## src/rtl/stall_pkg.sv

```systemverilog
package stall_pkg;

  // Number of hazard flags sampled at commit
  localparam int num_hazards = 8;

  // Hazard reasons plus the catch-all
  localparam int num_reasons = num_hazards + 1;

  // Stall reasons in priority order
  // Code of each hazard reason equals its flag index
  typedef enum logic [3:0] {
    ic_miss    = 4'd0,
    br_ovr     = 4'd1,
    fe_cmd     = 4'd2,
    mispredict = 4'd3,
    data_haz   = 4'd4,
    load_dep   = 4'd5,
    struct_haz = 4'd6,
    dc_miss    = 4'd7,
    // No flag set on a stalled cycle
    unknown    = 4'd8
  } stall_reason_e;

  // Named hazard flags
  // First member is the MSB, so listed from lowest priority down
  // ic_miss lands on bit 0
  typedef struct packed {
    logic dc_miss;
    logic struct_haz;
    logic load_dep;
    logic data_haz;
    logic mispredict;
    logic fe_cmd;
    logic br_ovr;
    logic ic_miss;
  } hazard_flags_s;

  // Same hazard word seen two ways
  // Named flags for packing, flat bits for the priority scan
  typedef union packed {
    hazard_flags_s          flags;
    logic [num_hazards-1:0] bits;
  } hazard_word_u;

endpackage

```

## src/rtl/prof_cfg_pkg.sv

```systemverilog
package prof_cfg_pkg;

  // Counter bank layout
  // Slot 0 counts enabled cycles
  localparam int idx_mcycle = 0;

  // Slot 1 counts retired instructions
  localparam int idx_minstret = 1;

  // Stall counters follow the two fixed slots
  // Counter for a reason lives at stall_offset + reason code
  localparam int stall_offset = 2;

  // Two fixed slots plus one per stall reason
  localparam int num_counters = stall_offset + stall_pkg::num_reasons;

  // Default sizing, overridden from the top level
  localparam int default_counter_width = 32;

  // Sv39 style virtual PC
  localparam int default_pc_width = 39;

endpackage

```

## src/rtl/prof_if.sv

```systemverilog
`timescale 1ns/10ps

// Sampler to classifier
// Registered copy of the raw commit inputs
interface sample_if
  import stall_pkg::*;
  import prof_cfg_pkg::*;
  #(parameter int pc_width_p = default_pc_width)
  ();

  logic                  en;
  logic                  freeze;
  // High once per retired instruction
  logic                  instret;
  logic [pc_width_p-1:0] pc;
  hazard_word_u          hazards;

  modport src (output en, output freeze, output instret, output pc, output hazards);
  modport dst (input en, input freeze, input instret, input pc, input hazards);

endinterface

// Classifier to counter bank and live outputs
interface class_if
  import stall_pkg::*;
  import prof_cfg_pkg::*;
  #(parameter int pc_width_p = default_pc_width)
  ();

  logic                  en;
  logic                  freeze;
  logic                  instret;
  // One reason per cycle, valid for counting only when instret is low
  stall_reason_e         reason;
  logic [pc_width_p-1:0] pc;
  // Registered inverse of freeze
  logic                  live;

  modport src (output en, output freeze, output instret, output reason, output pc,
               output live);
  modport dst (input en, input freeze, input instret, input reason, input pc, input live);

endinterface

```

## src/rtl/commit_sampler.sv

```systemverilog
`timescale 1ns/10ps

// Stage 1 of the profiler pipeline
// Flops the commit-stage signals once before any decoding
module commit_sampler
  import stall_pkg::*;
  #(parameter int pc_width_p = 39)
  (input  logic                  clk_i
   , input logic                  rst_i

   // Counting controls, plain levels
   , input logic                  en_i
   , input logic                  freeze_i

   // Retire strobe and committing PC
   , input logic                  instret_i
   , input logic [pc_width_p-1:0] pc_i

   // Raw hazard levels, packed by the top level
   , input hazard_word_u          hazards_i

   , sample_if.src                out
   );

  // Single register slice, no enable
  // Every field moves together so a cycle's sample stays aligned
  always_ff @(posedge clk_i) begin
    if (rst_i) begin
      // Inactive sample after reset
      out.en      <= 1'b0;
      out.freeze  <= 1'b0;
      out.instret <= 1'b0;
      out.pc      <= '0;
      out.hazards <= '0;
    end else begin
      out.en      <= en_i;
      out.freeze  <= freeze_i;
      out.instret <= instret_i;
      out.pc      <= pc_i;
      // Whole word copied, both views follow
      out.hazards <= hazards_i;
    end
  end

endmodule

```

## src/rtl/stall_classifier.sv

```systemverilog
`timescale 1ns/10ps

// Stage 2 of the profiler pipeline
// Reduces the hazard word to a single stall reason
module stall_classifier
  import stall_pkg::*;
  #(parameter int pc_width_p = 39)
  (input  logic  clk_i
   , input logic  rst_i

   , sample_if.dst in
   , class_if.src  out
   );

  // Reason picked this cycle, before the register
  stall_reason_e reason_n;

  // Fixed priority scan of the flat view
  // Lowest set index wins
  always_comb begin
    // Nothing flagged
    reason_n = unknown;
    // Walk from the top so the lowest hit is written last
    for (int i = num_hazards - 1; i >= 0; i--) begin
      if (in.hazards.bits[i]) begin
        // Flag index doubles as the reason code
        reason_n = stall_reason_e'(i);
      end
    end
  end

  // Classified sample register
  // Controls and PC ride along so the counter stage sees one cycle
  always_ff @(posedge clk_i) begin
    if (rst_i) begin
      out.en      <= 1'b0;
      out.freeze  <= 1'b0;
      out.instret <= 1'b0;
      // Code zero after reset, qualified by live low
      out.reason  <= ic_miss;
      out.pc      <= '0;
      out.live    <= 1'b0;
    end else begin
      out.en      <= in.en;
      out.freeze  <= in.freeze;
      out.instret <= in.instret;
      out.reason  <= reason_n;
      out.pc      <= in.pc[pc_width_p-1:0];
      // Profile is live whenever this sample is not a freeze
      out.live    <= ~in.freeze;
    end
  end

endmodule

```

## src/rtl/counter_bank.sv

```systemverilog
`timescale 1ns/10ps

// Stage 3 of the profiler pipeline
// mcycle, minstret and one counter per stall reason
module counter_bank
  import prof_cfg_pkg::*;
  import stall_pkg::*;
  #(parameter int counter_width_p = 32)
  (input  logic  clk_i
   , input logic  rst_i

   , class_if.dst in

   , output logic [num_counters-1:0][counter_width_p-1:0] data_o
   );

  // Counter storage
  logic [num_counters-1:0][counter_width_p-1:0] cnt_r;

  // One increment strobe per counter
  logic [num_counters-1:0] inc;

  // Sample counts only when enabled and not a freeze
  logic count_en;

  assign count_en = in.en & ~in.freeze;

  // Decode this sample into increment strobes
  always_comb begin
    inc = '0;
    // Every counting cycle
    inc[idx_mcycle]   = count_en;
    // Retire cycles
    inc[idx_minstret] = count_en & in.instret;
    // Stalled cycles go to exactly one reason slot
    for (int r = 0; r < num_reasons; r++) begin
      inc[stall_offset + r] = count_en & ~in.instret & (in.reason == stall_reason_e'(r));
    end
  end

  always_ff @(posedge clk_i) begin
    // Freeze wipes the whole bank instead of counting
    if (rst_i || in.freeze) begin
      cnt_r <= '0;
    end else begin
      for (int i = 0; i < num_counters; i++) begin
        if (inc[i]) begin
          // Wraps at full width
          cnt_r[i] <= cnt_r[i] + counter_width_p'(1);
        end
      end
    end
  end

  assign data_o = cnt_r;

endmodule

```

## src/rtl/commit_profiler.sv

```systemverilog
`timescale 1ns/10ps

// Commit-stage profiler top level
// Three stage pipeline: sample, classify, count
module commit_profiler
  import prof_cfg_pkg::*;
  import stall_pkg::*;
  #(parameter int counter_width_p = default_counter_width
    , parameter int pc_width_p    = default_pc_width
    )
  (input  logic                  clk_i
   , input logic                  rst_i
   , input logic                  en_i
   , input logic                  freeze_i
   , input logic                  instret_i
   , input logic [pc_width_p-1:0] pc_i

   // Stall cause levels from the core
   , input logic                  ic_miss_i
   , input logic                  br_ovr_i
   , input logic                  fe_cmd_i
   , input logic                  mispredict_i
   , input logic                  data_haz_i
   , input logic                  load_dep_i
   , input logic                  struct_haz_i
   , input logic                  dc_miss_i

   // Counter bank, index layout from prof_cfg_pkg
   , output logic [num_counters-1:0][counter_width_p-1:0] data_o

   // Live view of the classified sample, 2 cycles behind the inputs
   , output logic                         v_o
   , output logic                         instret_o
   , output logic [$bits(stall_reason_e)-1:0] stall_o
   , output logic [pc_width_p-1:0]        pc_o
   );

  // Hazard levels gathered into one word
  hazard_word_u hazards_li;

  // Stage links
  sample_if #(.pc_width_p(pc_width_p)) sample_bus ();
  class_if  #(.pc_width_p(pc_width_p)) class_bus ();

  // Pack through the named view
  always_comb begin
    hazards_li.flags.ic_miss    = ic_miss_i;
    hazards_li.flags.br_ovr     = br_ovr_i;
    hazards_li.flags.fe_cmd     = fe_cmd_i;
    hazards_li.flags.mispredict = mispredict_i;
    hazards_li.flags.data_haz   = data_haz_i;
    hazards_li.flags.load_dep   = load_dep_i;
    hazards_li.flags.struct_haz = struct_haz_i;
    hazards_li.flags.dc_miss    = dc_miss_i;
  end

  // Edge N
  commit_sampler #(.pc_width_p(pc_width_p)) i_commit_sampler (
    .clk_i     (clk_i),
    .rst_i     (rst_i),
    .en_i      (en_i),
    .freeze_i  (freeze_i),
    .instret_i (instret_i),
    .pc_i      (pc_i),
    .hazards_i (hazards_li),
    .out       (sample_bus.src)
  );

  // Edge N+1
  stall_classifier #(.pc_width_p(pc_width_p)) i_stall_classifier (
    .clk_i (clk_i),
    .rst_i (rst_i),
    .in    (sample_bus.dst),
    .out   (class_bus.src)
  );

  // Edge N+2
  counter_bank #(.counter_width_p(counter_width_p)) i_counter_bank (
    .clk_i  (clk_i),
    .rst_i  (rst_i),
    .in     (class_bus.dst),
    .data_o (data_o)
  );

  // Live outputs straight off the classifier register
  assign v_o       = class_bus.live;
  assign instret_o = class_bus.instret;
  assign stall_o   = class_bus.reason;
  assign pc_o      = class_bus.pc;

endmodule

```

## config.mk

```make
export PLATFORM = sky130hd
export DESIGN_NAME = commit_profiler
export DESIGN_NICKNAME = d
export VERILOG_FILES = /design/src/rtl/stall_pkg.sv /design/src/rtl/prof_cfg_pkg.sv /design/src/rtl/prof_if.sv /design/src/rtl/commit_sampler.sv /design/src/rtl/stall_classifier.sv /design/src/rtl/counter_bank.sv /design/src/rtl/commit_profiler.sv
export SDC_FILE = /design/constraint.sdc
export NUM_CORES = 1
export LEC_CHECK = 0
export BUFFER_PORTS_ARGS = -buffer_cell sky130_fd_sc_hd__buf_2
export CAP_MARGIN = 30
export CORE_UTILIZATION = 44
export CTS_BUF_LIST = sky130_fd_sc_hd__clkbuf_8
export CTS_CLUSTER_DIAMETER = 150
export DETAILED_ROUTE_END_ITERATION = 7
export PLACE_DENSITY = 0.75
export SLEW_MARGIN = 40
export SYNTH_ARGS = -nofsm -noshare
export SYNTH_HDL_FRONTEND = slang
export SYNTH_SLANG_ARGS = --single-unit
```

## constraint.sdc

```tcl
create_clock -name clk_i -period 2.7 [get_ports clk_i]
set_input_delay 0.405 -clock clk_i [delete_from_list [all_inputs] [get_ports clk_i]]
set_output_delay 0.405 -clock clk_i [all_outputs]
set_load 0.01 [all_outputs]
```

== Word level (Yosys, flattened, before mapping) ==
Cells that the tools add are included.

* Register bits: 449
* Bits of input ports: 52
* Logic and storage cells: 72

* Add/subtract/negate cells: 11
* Eq/ne operators: 8
* Mux-type cells: 7
* Bitwise logic cells: 15
* Reduce and logical (&&, ||, !) cells: 6

{| class="wikitable"
|+ Operators with widths
! kind !! number
|-
| $add 32x1->32 const B || 11
|-
| $eq 4x3->1 const B || 4
|-
| $and 1x1->1 || 12
|-
| $mux 3 || 3
|-
| $eq 4x2->1 const B || 2
|-
| $reduce_or 8->1 || 1
|-
| $reduce_or 5->1 || 1
|-
| $eq 4x1->1 const B || 1
|-
| $eq 4x4->1 const B || 1
|-
| $logic_not 4->1 || 1
|-
| $mux 2 || 2
|-
| $mux 4 || 1
|-
| $not 1->1 || 3
|-
| $reduce_or 3->1 || 1
|-
| $reduce_or 2->1 || 1
|-
| $logic_or 1x1->1 || 1
|-
| $mux 1 || 1
|}

== Logic depth before layout (Yosys ltp) ==
* Depth after elaboration: 7
* Depth in mapped cells: 8

== Modules after synthesis ==
From an unflattened synthesis, not the netlist that was laid out.

* Cells, all modules: 2105
* Area total of the unflattened synthesis: 18778.0 µm²

{| class="wikitable"
|+ By module, submodules not included
! module !! instances !! cells an instance !! area each (µm²) !! seq. area each (µm²)
|-
| counter_bank || 1 || 1888 || 16104.2 || 7046.8
|-
| commit_sampler || 1 || 105 || 1338.8 || 1001.0
|-
| stall_classifier || 1 || 112 || 1335.0 || 940.9
|}

== Worst setup path before layout ==
No wires, ideal clock.

* Path kind: flip-flop to flip-flop
* Start point: register i_stall_classifier.out.reason[2]
* End point: register i_counter_bank.cnt_r (netlist bit i_counter_bank.data_o[123])
* Library setup time: 0.115 ns
* Data arrival time: 1.995 ns
* Data required time: 2.585 ns
* Setup slack: 0.590 ns
* Stages on the path, launching flop included: 7
* Period minus slack after synthesis: 2.110 ns
* Cells stage by stage: dfxtp_1 buf_2 or4b_1 nor3_2 nand4_1 o21a_1 o21a_1

* Word-level cells in the longest chain between the ends: 2

{| class="wikitable"
|+ Ends and longest elaborated chain
! what !! RTL line !! text
|-
| from (decl) || prof_if.sv:39 || <nowiki>modport src (output en, output freeze, output instret, output reason, output pc,</nowiki>
|-
| from (signal assigned) || stall_classifier.sv:40 || <nowiki>out.reason <= ic_miss;</nowiki>
|-
| from (signal assigned) || stall_classifier.sv:47 || <nowiki>out.reason <= reason_n;</nowiki>
|-
| $eq 4x1->1 || counter_bank.sv:37 || <nowiki>inc[stall_offset + r] = count_en & ~in.instret & (in.reason == stall_reason_e'(r));</nowiki>
|-
| $and 1x1->1 || counter_bank.sv:37 ||
|-
| to (signal, indexed assignment) || counter_bank.sv:49 || <nowiki>cnt_r[i] <= cnt_r[i] + counter_width_p'(1);</nowiki>
|-
| to (decl) || counter_bank.sv:18 || <nowiki>logic [num_counters-1:0][counter_width_p-1:0] cnt_r;</nowiki>
|}

No other way between the ends.
A chain may end at the register's enable or synchronous reset.

== Final worst setup path ==
* Start point: register i_stall_classifier.out.en
* End point: register i_counter_bank.cnt_r (netlist bit i_counter_bank.data_o[120])

* Word-level cells in the longest chain between the ends: 3

{| class="wikitable"
|+ Ends and longest elaborated chain
! what !! RTL line !! text
|-
| from (decl) || prof_if.sv:39 ||
|-
| $and 1x1->1 || counter_bank.sv:26 || <nowiki>assign count_en = in.en & ~in.freeze;</nowiki>
|-
| $and 1x1->1 (2 in a row) || counter_bank.sv:37 ||
|}

No other way between the ends.

==> run_results.csv <==
group,metric,value,unit
timing,fmax,0.396,GHz
synth,ys_seq_area_frac,0.480,
timing,skew,0.0229,ns
floorplanning,ios,449,
clock_network,htree_levels,3,
critical_path,path_max_fanout,11,
grt,grt_util_all_layers,0.245,
placement,hpwl,38500,µm
timing,tns,0,ns
critical_path,worstPathCellList,"or3b_1, buf_4, nor4_2, nand4b_1, xnor2_1, nor2_1",
critical_path,cp_slowest_stage_delay,0.69,ns
floorplanning,coreArea,41900,µm²
final_layout,final_nets,2708,
route,wl_met2,25900,µm
final_layout,final_common_cell,"dfxtp_1",
timing,final_hold_viol_count,0,
clock_network,clock-root-buffer,"clkbuf_8",
timing,worst_slew_pin_slew,0.775,ns
floorplanning,dieHeight,208,µm
synth,syn_nets,2177,
synth,synth_edf_count,0,
final_layout,fill_cells,3717,
synth,async_flop_share,0,
critical_path,critPathTopFamily,"simple AND/OR/NAND/NOR gates",
clock_network,post-cts-setup-buffers,0,
timing,setup_viol,0,
critical_path,start_kind,"flop",
route,drcViolationCount,0,
timing,slew_headroom,0.484,
route,routed_wl,54700,µm
critical_path,cp-end-kind,"flop",
synth,syn_inst,2114,
run,cap_violations,0,
clock_network,worstSkewPairLatency,0.63,ns
synth,ys_ff_latch,449,
floorplanning,start_util,0.446,
clock_network,postCtsResizedCells,0,
critical_path,critical_path.slowest_cell,"or3b_1",
route,wl_met3,4210,µm
route,wl_per_cell,16.9,µm
grt,grt_start_max_net_pins,116,
clock_network,clock-sinks,449,
worst_hold_path,hold_class,"primary input to flop",
route,vias,17300,
synth,yosysWarnings,0,
pwr,peakVddDrop,0.518,mV
route,top_layer,"met4",
synth,synth_cell_type_count,51,
final_layout,antenna_cells,0,
critical_path,crit_arrival,3.01,ns
final_layout,drive_above_1_share,0.235,
critical_path,required,3.19,ns
timing,drv_slew,0,
clock_network,cts_buffers,77,
final_layout,final_cell_mix,"dfxtp_1 (449), buf_2 (447), nor2_1 (331)",
placement,numPortBuffers,448,
route,wl_met1,22300,µm
clock_network,cts_buffer_depth,3,
clock_network,cts_tree,"done",
grt,antenna_found_initial,0,
final_layout,area_delta_synth_final,26.9,%
floorplanning,num_rows,75,
grt,gr-total-overflow,0,
critical_path,crit_type,"flop to flop",
route,via_per_inst,5.33,
route,drt_iter0_drc,1157,
placement,gp_congestion,0.885,
synth,synth_area_per_cell,8.85,µm²
pwr,leakagePower,9.74,nW
floorplanning,die-area,43400,µm²
pwr,power_per_cell_area,567,nW/µm²
synth,synth_area,18700,µm²
synth,ys.flop_type,"dfxtp_1",
route,dr.pass1.iters,5,
grt,grt_pass1_vias,16800,
clock_network,hold_buffers,49,
status,status,"complete, no violations",
pwr,total_power,13.5,mW
timing,rsz0062_at_grt,"false",
clock_network,clkTransAtPathRegs,0.06,ns
timing,finalCriticalPeriod,2.53,ns
grt,grt_pass1_wl,87100,µm
timing,period_share,0.935,
critical_path,path_buf_inv,1,
floorplanning,die_w,208,µm
route,postRouteAntennaNets,0,
## metal layers
metal,track usage,vias up
met5,0,-
met4,0.125,0
met3,0.0684,145
met2,0.404,618
met1,0.292,8228
li1,-,8306
## power by group
| part | total, mW | internal, mW | switching, mW |
|---|---|---|---|
| sequential | 6.73 | 6.70 | 0.0306 |
| clock | 6.30 | 3.46 | 2.83 |
| combinational | 0.441 | 0.176 | 0.265 |
| total | 13.5 | 10.3 | 3.13 |
## worst paths after layout
kind                                             startpoint                         endpoint  slack, ns  cells past startpoint
worst max register to register    i_stall_classifier.out.en       i_counter_bank.data_o[120]       0.17                      6
worst min register to register  i_commit_sampler.out.freeze      i_stall_classifier.out.live       0.42                      1
worst max-delay path              i_stall_classifier.out.en       i_counter_bank.data_o[120]       0.17                      6
worst min-delay path                              dc_miss_i  i_commit_sampler.out.hazards[7]       0.06                      2
## synth_stat cells, types with 4 or more instances
master | number | area [µm²]
buf_2 | 12 | 60.1
xnor2_1 | 128 | 1120
xor2_1 | 160 | 1400
nor3_1 | 64 | 320
inv_1 | 42 | 158
and2_1 | 18 | 113
and4_1 | 39 | 342
ha_1 | 11 | 138
and4b_1 | 5 | 50.1
nand2_1 | 115 | 432
or4_1 | 6 | 45.0
or3_1 | 48 | 300
dfxtp_1 | 449 | 8990
nand4_1 | 109 | 682
clkbuf_1 | 75 | 282
nor3b_1 | 4 | 30.0
nor2b_1 | 97 | 607
nand3_1 | 143 | 716
o21ai_0 | 48 | 240
nor2_1 | 331 | 1240
nor4_2 | 8 | 100
nand4b_1 | 8 | 70.1
and3_1 | 38 | 238
o21a_1 | 4 | 30.0
mux2i_1 | 5 | 50.1
nor4_1 | 50 | 313
buf_1 | 4 | 15.0
a21oi_1 | 56 | 280
## cell families (layout without fill, tap and decap cells)
| kind of cell | Yosys count | count (layout) | synth area share |
|---|---|---|---|
| AND/OR/NAND/NOR | 1110 | 1110 | 0.314 |
| flip-flops | 449 | 449 | 0.480 |
| XOR/XNOR | 288 | 288 | 0.135 |
| buffers and inverters | 134 | 724 | 0.0281 |
| AO/OA/AOI/OAI | 117 | 117 | 0.0332 |
| adder cells (fa/ha/maj) | 11 | 11 | 0.00735 |
| multiplexers | 5 | 5 | 0.00267 |
## layout make-up
cell class                      count  area (µm²)  share of cell area
Multi-Input combinational cell   1531        9220               0.388
Sequential cell                   449        8990               0.378
Timing Repair Buffer              544        3110               0.131
Clock buffer                      101        1390              0.0585
Tap cell                          539         674              0.0284
Clock inverter                     37         213             0.00895
Inverter                           42         158             0.00664
## registers in the layout, summed over array words and instances (netlist names)
signal                          count
i_commit_sampler.out.freeze         1
i_stall_classifier.out.reason       4
i_stall_classifier.out.pc          39
i_stall_classifier.out.freeze       1
i_commit_sampler.out.pc            39
i_counter_bank.data_o             352
i_commit_sampler.out.hazards        8
i_commit_sampler.out.instret        1
i_stall_classifier.out.en           1
i_stall_classifier.out.live         1
i_commit_sampler.out.en             1
i_stall_classifier.out.instret      1
## stage by stage
| step | util | worst slack, ns | instance area (µm²) | hold WS (ns) | std cells |
|---|---|---|---|---|---|
| floorplan | - | 0.590 | 18700 | 0.379 | 2114 |
| global placement | 0.516 | 0.256 | 21700 | 0.397 | 3056 |
| detailed placement | 0.516 | 0.223 | 21700 | 0.402 | 3056 |
| CTS | 0.566 | 0.161 | 23800 | 0.000263 | 3243 |
| global route | 0.566 | 0.00639 | 23800 | 0.0294 | 3243 |
| finish | 0.566 | 0.175 | 23800 | 0.0586 | 3243 |
Power figures use the tool's default switching activity.
